**src/verilog/noc_router_params.svh**
```systemverilog
/* Sizing macros for the east-edge mesh router */

`ifndef NOC_ROUTER_PARAMS_SVH
`define NOC_ROUTER_PARAMS_SVH

// Flit is destination address plus payload
`define ROUTER_FLIT_W    16
`define ROUTER_COORD_W   4

// Input FIFO depth, also the starting credit count
`define ROUTER_BUF_DEPTH 4

// Port order N=0 S=1 W=2 L=3
`define ROUTER_PORTS     4

`endif

```
**src/verilog/noc_router_pkg.sv**
```systemverilog
/* Shared router types: mesh coordinates, flits, links and counters */

`include "noc_router_params.svh"

package noc_router_pkg;

  typedef logic [`ROUTER_COORD_W-1:0] coord_t;

  // y sits above x, matching the YX routing order
  typedef struct packed {
    coord_t y;
    coord_t x;
  } router_addr_t;

  typedef logic [`ROUTER_FLIT_W-2*`ROUTER_COORD_W-1:0] payload_t;

  typedef struct packed {
    router_addr_t dest;
    payload_t     payload;
  } flit_t;

  // One direction of a port
  typedef struct packed {
    logic  valid;
    flit_t flit;
  } link_t;

  typedef logic [$clog2(`ROUTER_PORTS)-1:0] port_idx_t;

  // Needs to hold 0 up to the full depth
  typedef logic [$clog2(`ROUTER_BUF_DEPTH+1)-1:0] credit_cnt_t;

endpackage

```
**src/verilog/input_buffer.sv**
```systemverilog
/* Input port FIFO: stores arriving flits, exposes the head flit and
   returns one credit upstream per pop */

`timescale 1ns/1ns
`include "noc_router_params.svh"

module input_buffer (
  input  logic                  clk,
  input  logic                  rst_n_i,
  input  noc_router_pkg::link_t link_i,
  input  logic                  pop_i,
  output noc_router_pkg::flit_t head_o,
  output logic                  empty_o,
  output logic                  credit_o
);

  localparam int PTR_W = $clog2(`ROUTER_BUF_DEPTH);

  noc_router_pkg::flit_t       mem [`ROUTER_BUF_DEPTH];
  logic [PTR_W-1:0]            wr_ptr;
  logic [PTR_W-1:0]            rd_ptr;
  noc_router_pkg::credit_cnt_t count;
  logic                        full;

  assign full    = (count == noc_router_pkg::credit_cnt_t'(`ROUTER_BUF_DEPTH));
  assign empty_o = (count == '0);
  assign head_o  = mem[rd_ptr];

  always_ff @(posedge clk) begin
    if (link_i.valid) begin
      mem[wr_ptr] <= link_i.flit;
    end
  end

  always_ff @(posedge clk) begin
    if (!rst_n_i) begin
      wr_ptr   <= '0;
      rd_ptr   <= '0;
      count    <= '0;
      credit_o <= 1'b0;
    end else begin
      if (link_i.valid) begin
        if (wr_ptr == PTR_W'(`ROUTER_BUF_DEPTH - 1)) begin
          wr_ptr <= '0;
        end else begin
          wr_ptr <= wr_ptr + 1'b1;
        end
      end
      if (pop_i) begin
        if (rd_ptr == PTR_W'(`ROUTER_BUF_DEPTH - 1)) begin
          rd_ptr <= '0;
        end else begin
          rd_ptr <= rd_ptr + 1'b1;
        end
      end
      // Simultaneous write and pop leave occupancy as is
      if (link_i.valid && !pop_i) begin
        count <= count + 1'b1;
      end else if (pop_i && !link_i.valid) begin
        count <= count - 1'b1;
      end
      credit_o <= pop_i;
    end
  end

  // Upstream honours credits, so a full FIFO never sees a write
  a_no_overrun: assert property (@(posedge clk) disable iff (!rst_n_i)
    link_i.valid |-> !full);

  // The arbiter only grants inputs with a head flit
  a_no_underrun: assert property (@(posedge clk) disable iff (!rst_n_i)
    pop_i |-> !empty_o);

endmodule

```
**src/verilog/credit_counter.sv**
```systemverilog
/* Output credit counter: tracks free slots in the downstream buffer */

`timescale 1ns/1ns
`include "noc_router_params.svh"

module credit_counter (
  input  logic clk,
  input  logic rst_n_i,
  input  logic send_i,
  input  logic credit_i,
  output logic avail_o
);

  noc_router_pkg::credit_cnt_t cnt;

  always_ff @(posedge clk) begin
    if (!rst_n_i) begin
      cnt <= noc_router_pkg::credit_cnt_t'(`ROUTER_BUF_DEPTH);
    end else begin
      case ({send_i, credit_i})
        2'b10:   cnt <= cnt - 1'b1;
        2'b01:   cnt <= cnt + 1'b1;
        default: cnt <= cnt;
      endcase
    end
  end

  assign avail_o = (cnt != '0);

  a_no_underflow: assert property (@(posedge clk) disable iff (!rst_n_i)
    send_i |-> cnt != '0);

  // Downstream cannot return more slots than it has
  a_no_overflow: assert property (@(posedge clk) disable iff (!rst_n_i)
    (credit_i && !send_i) |-> cnt < noc_router_pkg::credit_cnt_t'(`ROUTER_BUF_DEPTH));

endmodule

```
**src/verilog/route_arbiter.sv**
```systemverilog
/* YX route computation per head flit and one round-robin arbiter
   per output port */

`timescale 1ns/1ns
`include "noc_router_params.svh"

module route_arbiter (
  input  logic                         clk,
  input  logic                         rst_n_i,
  input  noc_router_pkg::router_addr_t router_addr_i,
  input  noc_router_pkg::flit_t        head_i [`ROUTER_PORTS],
  input  logic [`ROUTER_PORTS-1:0]     empty_i,
  input  logic [`ROUTER_PORTS-1:0]     avail_i,
  output logic [`ROUTER_PORTS-1:0]     pop_o,
  output noc_router_pkg::port_idx_t    sel_o [`ROUTER_PORTS],
  output logic [`ROUTER_PORTS-1:0]     send_o
);

  localparam noc_router_pkg::port_idx_t PORT_N = 2'd0;
  localparam noc_router_pkg::port_idx_t PORT_S = 2'd1;
  localparam noc_router_pkg::port_idx_t PORT_W = 2'd2;
  localparam noc_router_pkg::port_idx_t PORT_L = 2'd3;

  noc_router_pkg::port_idx_t route  [`ROUTER_PORTS];
  noc_router_pkg::port_idx_t last_q [`ROUTER_PORTS];
  logic [`ROUTER_PORTS-1:0]  req    [`ROUTER_PORTS];
  logic [`ROUTER_PORTS-1:0]  match  [`ROUTER_PORTS];

  // Y first, then X; eastbound heads fall through to L and are dropped there
  always_comb begin
    for (int i = 0; i < `ROUTER_PORTS; i++) begin
      if (head_i[i].dest.y < router_addr_i.y) begin
        route[i] = PORT_N;
      end else if (head_i[i].dest.y > router_addr_i.y) begin
        route[i] = PORT_S;
      end else if (head_i[i].dest.x < router_addr_i.x) begin
        route[i] = PORT_W;
      end else begin
        route[i] = PORT_L;
      end
    end
  end

  // req[o][i] set when input i has a head bound for output o
  always_comb begin
    for (int o = 0; o < `ROUTER_PORTS; o++) begin
      for (int i = 0; i < `ROUTER_PORTS; i++) begin
        req[o][i] = !empty_i[i] && (route[i] == noc_router_pkg::port_idx_t'(o));
      end
    end
  end

  always_comb begin
    noc_router_pkg::port_idx_t cand;
    logic                      found;
    send_o = '0;
    pop_o  = '0;
    for (int o = 0; o < `ROUTER_PORTS; o++) begin
      sel_o[o] = last_q[o];
      found    = 1'b0;
      // Search starts just after the last winner
      for (int k = 1; k <= `ROUTER_PORTS; k++) begin
        cand = noc_router_pkg::port_idx_t'((int'(last_q[o]) + k) % `ROUTER_PORTS);
        if (avail_i[o] && !found && req[o][cand]) begin
          found     = 1'b1;
          sel_o[o]  = cand;
          send_o[o] = 1'b1;
          pop_o[cand] = 1'b1;
        end
      end
    end
  end

  // Pointers start at L so that N is first in line
  always_ff @(posedge clk) begin
    if (!rst_n_i) begin
      for (int o = 0; o < `ROUTER_PORTS; o++) begin
        last_q[o] <= PORT_L;
      end
    end else begin
      for (int o = 0; o < `ROUTER_PORTS; o++) begin
        if (send_o[o]) begin
          last_q[o] <= sel_o[o];
        end
      end
    end
  end

  always_comb begin
    for (int i = 0; i < `ROUTER_PORTS; i++) begin
      for (int o = 0; o < `ROUTER_PORTS; o++) begin
        match[i][o] = send_o[o] && (sel_o[o] == noc_router_pkg::port_idx_t'(i));
      end
    end
  end

  for (genvar i = 0; i < `ROUTER_PORTS; i++) begin : g_chk
    // No east port on this edge of the mesh
    a_no_east: assert property (@(posedge clk) disable iff (!rst_n_i)
      !empty_i[i] |-> head_i[i].dest.x <= router_addr_i.x);

    // A popped flit goes to exactly one output, an unpopped one to none
    a_pop_send: assert property (@(posedge clk) disable iff (!rst_n_i)
      $countones(match[i]) == int'(pop_o[i]));
  end

endmodule

```
**src/verilog/crossbar_switch.sv**
```systemverilog
/* Registered 4x4 crossbar, one output register per port */

`timescale 1ns/1ns
`include "noc_router_params.svh"

module crossbar_switch (
  input  logic                      clk,
  input  logic                      rst_n_i,
  input  noc_router_pkg::flit_t     head_i [`ROUTER_PORTS],
  input  noc_router_pkg::port_idx_t sel_i  [`ROUTER_PORTS],
  input  logic [`ROUTER_PORTS-1:0]  send_i,
  output noc_router_pkg::link_t     link_o [`ROUTER_PORTS]
);

  logic [`ROUTER_PORTS-1:0] valid_q;
  noc_router_pkg::flit_t    flit_q [`ROUTER_PORTS];

  always_ff @(posedge clk) begin
    if (!rst_n_i) begin
      valid_q <= '0;
    end else begin
      valid_q <= send_i;
    end
  end

  // Payload only loads on a grant
  always_ff @(posedge clk) begin
    for (int o = 0; o < `ROUTER_PORTS; o++) begin
      if (send_i[o]) begin
        flit_q[o] <= head_i[sel_i[o]];
      end
    end
  end

  always_comb begin
    for (int o = 0; o < `ROUTER_PORTS; o++) begin
      link_o[o].valid = valid_q[o];
      link_o[o].flit  = flit_q[o];
    end
  end

endmodule

```
**src/verilog/e_edge_router.sv**
```systemverilog
/* East-edge mesh router with N, S, W and L ports, YX routing,
   round-robin arbitration and credit flow control */

`timescale 1ns/1ns
`include "noc_router_params.svh"

module e_edge_router (
  input  logic                         clk,
  input  logic                         rst_n_i,
  input  noc_router_pkg::router_addr_t router_addr_i,
  input  noc_router_pkg::link_t        n_link_i,
  input  noc_router_pkg::link_t        s_link_i,
  input  noc_router_pkg::link_t        w_link_i,
  input  noc_router_pkg::link_t        l_link_i,
  input  logic                         n_credit_i,
  input  logic                         s_credit_i,
  input  logic                         w_credit_i,
  input  logic                         l_credit_i,
  output noc_router_pkg::link_t        n_link_o,
  output noc_router_pkg::link_t        s_link_o,
  output noc_router_pkg::link_t        w_link_o,
  output noc_router_pkg::link_t        l_link_o,
  output logic                         n_credit_o,
  output logic                         s_credit_o,
  output logic                         w_credit_o,
  output logic                         l_credit_o
);

  noc_router_pkg::link_t     link_in  [`ROUTER_PORTS];
  noc_router_pkg::link_t     link_out [`ROUTER_PORTS];
  noc_router_pkg::flit_t     head     [`ROUTER_PORTS];
  noc_router_pkg::port_idx_t sel      [`ROUTER_PORTS];
  logic [`ROUTER_PORTS-1:0]  credit_in;
  logic [`ROUTER_PORTS-1:0]  credit_out;
  logic [`ROUTER_PORTS-1:0]  empty;
  logic [`ROUTER_PORTS-1:0]  avail;
  logic [`ROUTER_PORTS-1:0]  pop;
  logic [`ROUTER_PORTS-1:0]  send;

  // Index order N S W L
  assign link_in[0] = n_link_i;
  assign link_in[1] = s_link_i;
  assign link_in[2] = w_link_i;
  assign link_in[3] = l_link_i;

  assign credit_in = {l_credit_i, w_credit_i, s_credit_i, n_credit_i};

  assign n_link_o = link_out[0];
  assign s_link_o = link_out[1];
  assign w_link_o = link_out[2];
  assign l_link_o = link_out[3];

  assign {l_credit_o, w_credit_o, s_credit_o, n_credit_o} = credit_out;

  for (genvar p = 0; p < `ROUTER_PORTS; p++) begin : g_port
    input_buffer u_ib (
      .clk      (clk),
      .rst_n_i  (rst_n_i),
      .link_i   (link_in[p]),
      .pop_i    (pop[p]),
      .head_o   (head[p]),
      .empty_o  (empty[p]),
      .credit_o (credit_out[p])
    );

    credit_counter u_cc (
      .clk      (clk),
      .rst_n_i  (rst_n_i),
      .send_i   (send[p]),
      .credit_i (credit_in[p]),
      .avail_o  (avail[p])
    );
  end

  route_arbiter u_arb (
    .clk           (clk),
    .rst_n_i       (rst_n_i),
    .router_addr_i (router_addr_i),
    .head_i        (head),
    .empty_i       (empty),
    .avail_i       (avail),
    .pop_o         (pop),
    .sel_o         (sel),
    .send_o        (send)
  );

  crossbar_switch u_xbar (
    .clk     (clk),
    .rst_n_i (rst_n_i),
    .head_i  (head),
    .sel_i   (sel),
    .send_i  (send),
    .link_o  (link_out)
  );

endmodule

```
**config.mk**
```make
export PLATFORM = sky130hd
export DESIGN_NAME = e_edge_router
export DESIGN_NICKNAME = d
export VERILOG_FILES = /design/src/verilog/noc_router_pkg.sv /design/src/verilog/input_buffer.sv /design/src/verilog/credit_counter.sv /design/src/verilog/route_arbiter.sv /design/src/verilog/crossbar_switch.sv /design/src/verilog/e_edge_router.sv
export VERILOG_INCLUDE_DIRS = /design/src /design/src/verilog
export SDC_FILE = /design/constraint.sdc
export NUM_CORES = 1
export LEC_CHECK = 0
export BUFFER_PORTS_ARGS = -buffer_cell sky130_fd_sc_hd__buf_2
export CORE_MARGIN = 4
export CORE_UTILIZATION = 45
export DETAILED_ROUTE_END_ITERATION = 10
export SLEW_MARGIN = 20
export SYNTH_ARGS = -nofsm -noshare
export SYNTH_HDL_FRONTEND = slang
export SYNTH_SLANG_ARGS = --single-unit
export TNS_END_PERCENT = 30
```
**constraint.sdc**
```tcl
create_clock -name clk -period 7 [get_ports clk]
set_input_delay 1.05 -clock clk [delete_from_list [all_inputs] [get_ports clk]]
set_output_delay 1.05 -clock clk [all_outputs]
set_load 0.02 [all_outputs]
```
==> results of run 1 <==
per-stage QoR:
| stage | worst slack, ns | hold WS (ns) | utilization (%) |
|---|---|---|---|
| 6_report | 0.672 | 0.490 | 52.5 |
| 5_1_grt | 0.192 | 0.530 | 52.5 |
| 4_1_cts | 0.740 | 0.500 | 52.4 |
| 3_5_place_dp | 0.722 | 0.491 | 49.1 |
| 3_3_place_gp | 0.819 | 0.472 | 49.1 |
| 2_1_floorplan | 1.18 | 0.458 | - |
routing by layer:
metal / up-vias / share of wire, % / global-route usage, %
li1: 5002 / - / -
met1: 5811 / 43 / 30.3
met2: 395 / 47 / 34.4
met3: 80 / 6.6 / 4.54
met4: 8 / 2.8 / 6.82
met5: - / 0.087 / 0
registers in the layout, summed over array words and instances, names as in the netlist, named ones only:
register              flops
g_port.u_cc.cnt          12
g_port.u_ib.mem         256
g_port.u_ib.credit_o      4
u_xbar.flit_q            64
g_port.u_ib.count        12
u_arb.last_q              8
u_xbar.valid_q            4
g_port.u_ib.wr_ptr        8
g_port.u_ib.rd_ptr        8
path summary, 6_finish.rpt:
check	from	endpoint	slack, ns	depth (start not counted)
worst max-delay path	flip-flop	g_port[2].u_ib.count[2]$_SDFFE_PN0P_	0.67	17
worst min register to register	g_port[3].u_ib.rd_ptr[1]$_SDFFE_PN0P_	flip-flop	0.49	2
worst max register to register	flip-flop	g_port[2].u_ib.count[2]$_SDFFE_PN0P_	0.67	17
worst min-delay path	g_port[3].u_ib.rd_ptr[1]$_SDFFE_PN0P_	flip-flop	0.49	2
cell usage in the layout, fill, tap and decap left out, types with 5 or more instances in the layout:
cell,n
edfxtp_1,328
buf_2,153
mux4_2,121
mux2i_1,81
ha_1,75
dfxtp_1,56
nand2_1,49
inv_1,43
clkbuf_16,42
nor2_1,39
and2_1,32
o21ai_0,25
buf_4,23
nor2b_1,20
or3_1,19
a21oi_1,18
nor3_1,16
nand3_1,14
nand4_1,11
o211ai_1,8
or2_2,8
nand2b_1,8
o21a_1,8
a21boi_0,8
xnor2_1,8
xor2_1,8
fa_1,8
and3_1,7
clkbuf_1,7
clkinv_1,6
a21o_1,6
o2111ai_1,6
a221o_1,5
xnor2_2,5
clkinv_2,5
worst max-delay path, stage by stage, from the launching register on:
cell and delay [ns]:
dfxtp_1 0.63, mux4_2 0.65, ha_1 0.35, o21a_1 0.14, a21bo_2 0.23, a2111oi_0 0.69, o21ai_0 0.38, nor4b_1 0.27
a2111o_1 0.42, a2111oi_0 0.41, o2111ai_1 0.22, a211oi_2 0.47, ha_1 0.28, inv_1 0.07, fa_1 0.43, xor2_1 0.16
or3_1 0.29, a21boi_0 0.16
layout make-up:
| class | instances | area [um2] | area share, % |
|---|---|---|---|
| Timing Repair Buffer | 176 | 938 | 4.39 |
| Clock buffer | 53 | 1130 | 5.30 |
| Tap cell | 532 | 666 | 3.12 |
| Antenna cell | 1 | 2.50 | 0.0117 |
| Multi-Input combinational cell | 690 | 7250 | 33.9 |
| Clock inverter | 22 | 231 | 1.08 |
| Inverter | 47 | 176 | 0.826 |
| Sequential cell | 384 | 11000 | 51.3 |
report_power, final:
part | switching [uW] | internal, uW | total, uW
Combinational | 2450 | 1870 | 4320
Sequential | 227 | 3010 | 3230
Clock | 912 | 1270 | 2180
Total | 3580 | 6150 | 9730
logic make-up after synthesis:
kind of cell	after synthesis	synth area share (%)
flip-flops	384	59.2
AND/OR/NAND/NOR	239	6.89
multiplexers	203	19.1
AO/OA/AOI/OAI	144	5.81
buffers and inverters	86	1.92
adder cells (fa/ha/maj)	83	5.93
XOR/XNOR	21	1.11
==> flow_summary.yaml, run 1 <==
placement:
  hpwl_um: 34900
  dp_cells: 1829
  place_area_mm2: 0.0200
  gp_congestion: 0.872
  numPortBuffers: 153
clocking:
  cts_tree: "done"
  post-cts-setup-buffers: 0
  clock_latency_ns: 0.58
  cts_buffers: 41
  cts.reportedPaths.clkPinSlew_ns: 0.06
  cts-htree-levels: 2
  post_cts_resized: 0
  clockRootBuffer: "clkbuf_16"
  cts_buffer_depth: 3
  cts_sinks: 384
  hold_buffers: 0
floorplan:
  die_h_um: 211
  die_w_um: 211
  rows: 74
  core_area_mm2: 0.0407
  die_area_mm2: 0.0445
  ioPinCount: 154
  initial_core_util_pct: 45.5
worst_setup_path:
  worst_ep_required_time_ns: 7.50
  worstSetupEndpointType: "flip-flop"
  crit_path_max_fanout: 8
  crit_type: "reg2reg"
  crit_arrival_ns: 6.82
  cp-start-kind: "flip-flop"
drt:
  first_iter_violations: 972
  routedWlPerCell_um: 25.3
  drtAntennaViolNets: 0
  firstDrtPassIters: 6
  drc_errors: 0
  wl_um: 48100
  vias: 11300
  drt-vias-per-instance: 5.93
synth:
  postSynthCellCount: 1160
  ys_seq_area_share_pct: 59.2
  synth_area_leaders: "edfxtp_1 (53%), mux4_2 (15%), dfxtp_1 (6.0%), ha_1 (5.1%), mux2i_1 (4.4%)"
  ys_types: 77
  synth_edf_count: 328
  synthFlopType: "edfxtp_1"
  synthArstFlopShare_pct: 0
  synth_seq_cells: 384
  yosysMostFrequentCell: "edfxtp_1"
  synth_top_area_share_pct: 53.2
  synth_warnings: 0
  synth_commonest_cells: "edfxtp_1 (328), mux4_2 (121), mux2i_1 (81)"
  syn_area_mm2: 0.0185
  synth_area_per_cell_um2: 16.0
  synth_nets: 1325
  synth_top_cell_by_area: "edfxtp_1"
global_route:
  grt_pass1_vias: 11200
  overflow: 0
  grt_pass1_wl_um: 71700
  globalRouteTotalUtil_pct: 21.6
  grt_max_degree: 63
  antenna_found_initial: 6
timing:
  period_share_pct: 90.4
  max_freq_ghz: 0.158
  skew_ns: 0.0250
  drv_slew: 0
  setup_tns_ns: 0
  setup_viol: 0
  rsz0062_at_grt: "no"
  finalHoldViolations: 0
  worstMarginPinSlew_ns: 1.04
  max_slew_margin_pct: 29.9
  min_period_ns: 6.33
worst_hold_path:
  hold_class: "reg2reg"
run:
  max_cap_violations: 0
layout:
  final_area_mm2: 0.0214
  final_cells: 1905
  fin_nets: 1505
  layout-drive-gt1-share_pct: 28.8
  syn2layout_area_growth_pct: 15.3
  nFillCells: 3401
power:
  leakagePower_uw: 0.00772
  vdd_ir_drop_max_uv: 345
  power_density_mw_per_mm2: 455
  power.total_uw: 9730
status:
  status: "finished clean"
Power figures use the tool's default switching activity.
==> run 2: changes to the inputs <==
--- a/config.mk
+++ b/config.mk
@@ -10,6 +10,7 @@
 export CORE_MARGIN = 4
 export CORE_UTILIZATION = 45
 export DETAILED_ROUTE_END_ITERATION = 10
+export PLACE_DENSITY = 0.68
 export SLEW_MARGIN = 20
 export SYNTH_ARGS = -nofsm -noshare
 export SYNTH_HDL_FRONTEND = slang
==> constraint.sdc (replaced) <==
create_clock -name clk -period 6.17 [get_ports clk]
set_input_delay 0.9255 -clock clk [delete_from_list [all_inputs] [get_ports clk]]
set_output_delay 0.9255 -clock clk [all_outputs]
set_load 0.02 [all_outputs]
==> run 2 against run 1 <==
Critical path type unchanged. Wire length decreased by 2.6%. Combinational power increased by 14%. Die area unchanged. Cell count increased by 0.58%. Clock skew increased by 0.0057 ns. Largest cell class unchanged. Critical path depth increased by 1. Non-clock buffer count increased by 11. Sequential power increased by 12%.
==> flow_summary.yaml, run 2 (synthesis gave the netlist of run 1 again) <==
global_route:
  antenna_found_initial: 8
  grt_pass1_vias: 11400
  overflow: 0
  grt_pass1_wl_um: 71000
  globalRouteTotalUtil_pct: 21.1
  grt_max_degree: 63
worst_setup_path:
  reg2reg_to: "g_port[3].u_ib.count[2]$_SDFFE_PN0P_"
  crit_type: "reg2reg"
  endpoint: "g_port[3].u_ib.count[2]$_SDFFE_PN0P_"
  crit_arrival_ns: 6.33
  cp-start-kind: "flip-flop"
  r2r.worst_path.cells: 18
  crit_path_max_fanout: 8
  worstSetupEndpointType: "flip-flop"
  worst_ep_required_time_ns: 6.66
  rrSetupSlack_ns: 0.33
placement:
  gp_congestion: 0.961
  hpwl_um: 34400
  dp_cells: 1840
  numPortBuffers: 153
clocking:
  hold_buffers: 0
  clock_latency_ns: 0.58
  clockRootBuffer: "clkbuf_16"
  cts.reportedPaths.clkPinSlew_ns: 0.06
  cts_tree: "done"
  cts_sinks: 384
  cts_buffers: 41
  cts_buffer_depth: 3
  cts-htree-levels: 2
floorplan:
  die_w_um: 211
  core_area_mm2: 0.0407
  initial_core_util_pct: 45.5
  rows: 74
  die_h_um: 211
  die_area_mm2: 0.0445
  ioPinCount: 154
worst_hold_path:
  hold_class: "reg2reg"
layout:
  final_cells: 1916
  syn2layout_area_growth_pct: 16.0
  final_cell_mix: "edfxtp_1 (328), buf_2 (153), mux4_2 (121), mux2i_1 (81), ha_1 (75)"
  nFillCells: 3337
  regMostFlops: "g_port.u_ib.mem"
  fin_nets: 1516
  ff_latch_area_mm2: 0.0110
  utilization_pct: 52.8
  multi_input_area_mm2: 0.00726
  largest_reg_flops: 256
  layout-drive-gt1-share_pct: 29.4
  final_common_cell: "edfxtp_1"
  top_regs: "g_port.u_ib.mem: 256 flops, u_xbar.flit_q: 64 flops"
timing:
  setup_tns_ns: 0
  rsz0062_at_grt: "no"
  drv_slew: 0
  min_period_ns: 5.84
  setup_viol: 0
  max_slew_margin_pct: 36.0
  finalHoldViolations: 0
  worstMarginPinSlew_ns: 0.953
  period_share_pct: 94.7
  max_freq_ghz: 0.171
  skew_ns: 0.0307
power:
  power_density_mw_per_mm2: 516
  power.total_uw: 11100
  vdd_ir_drop_max_uv: 328
  leakagePower_uw: 0.00781
drt:
  top_layer: "met5"
  drc_errors: 0
  wl_met2_um: 22700
  firstDrtPassIters: 6
  drt-vias-per-instance: 5.89
  vias: 11300
  wl_met1_um: 19800
  route.met3.wl_um: 2770
  routedWlPerCell_um: 24.5
  first_iter_violations: 1101
  wl_um: 46900
  drtAntennaViolNets: 0
status:
  status: "finished clean"
run:
  max_cap_violations: 0
## run 2: cell type report
class,instances,area share [%]
inverters,47,0.821
flip-flops and latches,384,51.0
well taps,532,3.10
multi-input cells,690,33.8
clock buffers,54,5.29
clock inverters,21,1.21
repair buffers,187,4.75
diodes,1,0.0116
## run 2: worst min path at each step
stage	startpoint	endpoint	slack, ns	depth (start not counted)
4_1_cts	g_port[0].u_ib.rd_ptr[1]$_SDFFE_PN0P_	g_port[0].u_ib.rd_ptr[1]$_SDFFE_PN0P_	0.49	2
5_1_grt	g_port[0].u_ib.rd_ptr[1]$_SDFFE_PN0P_	g_port[0].u_ib.rd_ptr[1]$_SDFFE_PN0P_	0.53	2
2_1_floorplan	g_port[3].u_ib.rd_ptr[1]$_SDFFE_PN0P_	flip-flop	0.46	2
3_3_place_gp	g_port[0].u_ib.rd_ptr[1]$_SDFFE_PN0P_	g_port[0].u_ib.rd_ptr[1]$_SDFFE_PN0P_	0.47	2
3_5_place_dp	g_port[0].u_ib.rd_ptr[1]$_SDFFE_PN0P_	flip-flop	0.48	2
6_report	g_port[0].u_ib.rd_ptr[1]$_SDFFE_PN0P_	g_port[0].u_ib.rd_ptr[1]$_SDFFE_PN0P_	0.50	2
## run 2: repair_timing
item	in CTS	in global routing
setup endpoints to repair	0	2
resized for setup	0	4
setup buffers	0	0
## run 2: stage by stage
step	hold WS (ns)	setup slack, ns	cell area [um2]
final	0.496	0.330	21500
after global routing	0.530	0.0288	21500
after CTS	0.494	0.281	21500
after detailed placement	0.484	0.279	20100
after global placement	0.474	0.274	20100
after floorplan	0.458	0.353	18500
## run 2: power by group
part,switching [uW],internal [uW],leakage [uW]
Clock,1020,1520,0.000687
Sequential,223,3410,0.00348
Combinational,2740,2190,0.00365
Total,3980,7110,0.00781
## run 2: critical path, stage by stage (launching register included)
cell	delay (ns)
dfxtp_1	0.42
buf_4	0.20
mux4_2	0.59
ha_1	0.33
nand2b_1	0.06
a21oi_1	0.56
nor3_1	0.15
mux4_2	0.55
and3_1	0.22
a221o_1	0.26
a2111oi_1	0.42
nand4_1	0.24
a211oi_4	0.37
ha_1	0.25
inv_1	0.07
fa_1	0.43
xor2_1	0.18
or3_1	0.30
a21boi_0	0.17
## run 2: layer usage
metal | global-route usage, % | vias to the layer above
li1 | - | 5013
met1 | 29.2 | 5722
met2 | 33.9 | 414
met3 | 4.01 | 113
met4 | 7.15 | 14
met5 | 0 | -
==> run 3: changes to the inputs <==
--- a/config.mk
+++ b/config.mk
@@ -7,7 +7,6 @@
 export NUM_CORES = 1
 export LEC_CHECK = 0
 export BUFFER_PORTS_ARGS = -buffer_cell sky130_fd_sc_hd__buf_2
-export CORE_MARGIN = 4
 export CORE_UTILIZATION = 45
 export DETAILED_ROUTE_END_ITERATION = 10
 export PLACE_DENSITY = 0.68
==> run 3 against run 2 <==
Cell count fell by 0.31%. Final area fell by 0.48%. Die area fell by 5.6%. Clock skew fell by 0.019 ns. Utilization rose by 0.46 points. Highest routed layer unchanged.
==> flow_summary.yaml, run 3 (synthesis gave the netlist of run 1 again) <==
power:
  power.total_uw: 11000
  power_density_mw_per_mm2: 516
  vdd_ir_drop_max_uv: 262
  leakagePower_uw: 0.00774
worst_setup_path:
  crit_chain: "mux4_2 > ha_1 > o21ai_0 > a21oi_1 > nor3_1 > mux4_2 > and3_1 > a221o_1 > a2111oi_0 > nand4_1 > a211oi_2 > ha_1 > inv_1 > fa_1 > xor2_1 > or3_1 > a21boi_0"
  worst_ep_required_time_ns: 6.65
  crit_type: "reg2reg"
  crit_arrival_ns: 6.32
  critPathMaxStageDelay_ns: 0.65
  rrSetupSlack_ns: 0.33
  path_buf_inv: 1
  cp-start-kind: "flip-flop"
  crit_family: "compound AO/OA/AOI/OAI gates"
  cpMaxStageDelayCell: "dfxtp_1"
  worstSetupEndpointType: "flip-flop"
  crit_path_max_fanout: 9
global_route:
  grt_pass1_wl_um: 69000
  grt_pass1_vias: 11100
  antenna_found_initial: 8
  grt_max_degree: 63
  globalRouteTotalUtil_pct: 22.5
  overflow: 0
timing:
  period_share_pct: 94.7
  max_freq_ghz: 0.171
  max_slew_margin_pct: 33.4
  skew_ns: 0.0118
  finalHoldViolations: 0
  drv_slew: 0
  worstMarginPinSlew_ns: 0.998
  setup_tns_ns: 0
  setup_viol: 0
  min_period_ns: 5.84
  rsz0062_at_grt: "no"
placement:
  numPortBuffers: 153
  gp_congestion: 0.921
  hpwl_um: 33900
drt:
  drt-vias-per-instance: 5.90
  wl_um: 46800
  drtAntennaViolNets: 0
  first_iter_violations: 1070
  firstDrtPassIters: 5
  vias: 11300
  drc_errors: 0
  routedWlPerCell_um: 24.5
layout:
  fin_nets: 1515
  layout-drive-gt1-share_pct: 28.7
  regMostFlops: "g_port.u_ib.mem"
  top_regs: "g_port.u_ib.mem: 256 flops, u_xbar.flit_q: 64 flops"
  largest_reg_flops: 256
  syn2layout_area_growth_pct: 15.4
  final_common_cell: "edfxtp_1"
  final_cell_mix: "edfxtp_1 (328), buf_2 (153), mux4_2 (121), mux2i_1 (81), ha_1 (75)"
clocking:
  cts_tree: "done"
  clock_latency_ns: 0.56
  cts_sinks: 384
  cts.reportedPaths.clkPinSlew_ns: 0.06
  hold_buffers: 0
  cts_buffer_depth: 3
  clockRootBuffer: "clkbuf_16"
  cts-htree-levels: 2
  cts_buffers: 41
floorplan:
  die_area_mm2: 0.0420
  ioPinCount: 154
  die_h_um: 205
  core_area_mm2: 0.0402
  initial_core_util_pct: 46.1
  rows: 73
  die_w_um: 205
run:
  max_cap_violations: 0
status:
  status: "finished clean"
worst_hold_path:
  hold_start: "g_port[1].u_ib.rd_ptr[1]$_SDFFE_PN0P_"
  hold_class: "reg2reg"
## run 3: changes by cell type in the layout (fill, tap and decap cells not counted), sizes merged
cell | before | now
buf | 187 | 186
diode | 1 | 6
bufinv | 5 | 4
clkbuf | 54 | 51
clkinv | 15 | 13
inv | 47 | 50
## run 3: final timing paths
kind         cells past startpoint                                     to
max reg2reg                     17   g_port[3].u_ib.count[2]$_SDFFE_PN0P_
max                             17   g_port[3].u_ib.count[2]$_SDFFE_PN0P_
min reg2reg                      2  g_port[1].u_ib.rd_ptr[1]$_SDFFE_PN0P_
min                              2  g_port[1].u_ib.rd_ptr[1]$_SDFFE_PN0P_
## run 3: stage by stage
stage	setup slack [ns]	hold WS, ns	utilization (%)	area (um2)	cells
5_1_grt	0.0211	0.527	53.2	21400	1907
4_1_cts	0.336	0.494	53.1	21400	1904
3_3_place_gp	0.436	0.473	49.9	20100	1832
3_5_place_dp	0.356	0.487	49.9	20100	1832
6_report	0.330	0.492	53.2	21400	1910
2_1_floorplan	0.353	0.458	-	18500	1160
## run 3: where the power goes
part / switching (uW) / internal [uW] / leakage, uW
Clock: 984 / 1400 / 0.000624
Sequential: 224 / 3410 / 0.00348
Combinational: 2830 / 2180 / 0.00364
Total: 4040 / 7000 / 0.00774
## run 3: worst min-delay path, cell delays in order, from the launching register on
cell and delay, ns:
dfxtp_1 0.31, nand2_1 0.05, mux2i_1 0.07
## run 3: area by class of cell
cell class / count / area [um2]
sequential: 384 / 11000
tap: 525 / 657
fill: 3281 / 18800
timing repair buffer: 186 / 1010
multi-input combinational: 690 / 7270
clock inverter: 21 / 211
inverter: 47 / 176
antenna: 6 / 15.0
clock buffer: 51 / 1070
## run 3: per-layer routing
| layer | up-vias | wire, um | GRT usage (%) |
|---|---|---|---|
| li1 | 5028 | - | - |
| met1 | 5701 | 20500 | 31.5 |
| met2 | 460 | 21800 | 35.3 |
| met3 | 73 | 3370 | 4.68 |
| met4 | 4 | 1180 | 6.96 |
| met5 | - | 18 | 0 |
## run 3: timing repair
action | 4_1_cts | 5_1_grt
endpoints found under the setup margin | 0 | 1
resized for setup | 0 | 2
buffers inserted | 0 | 0
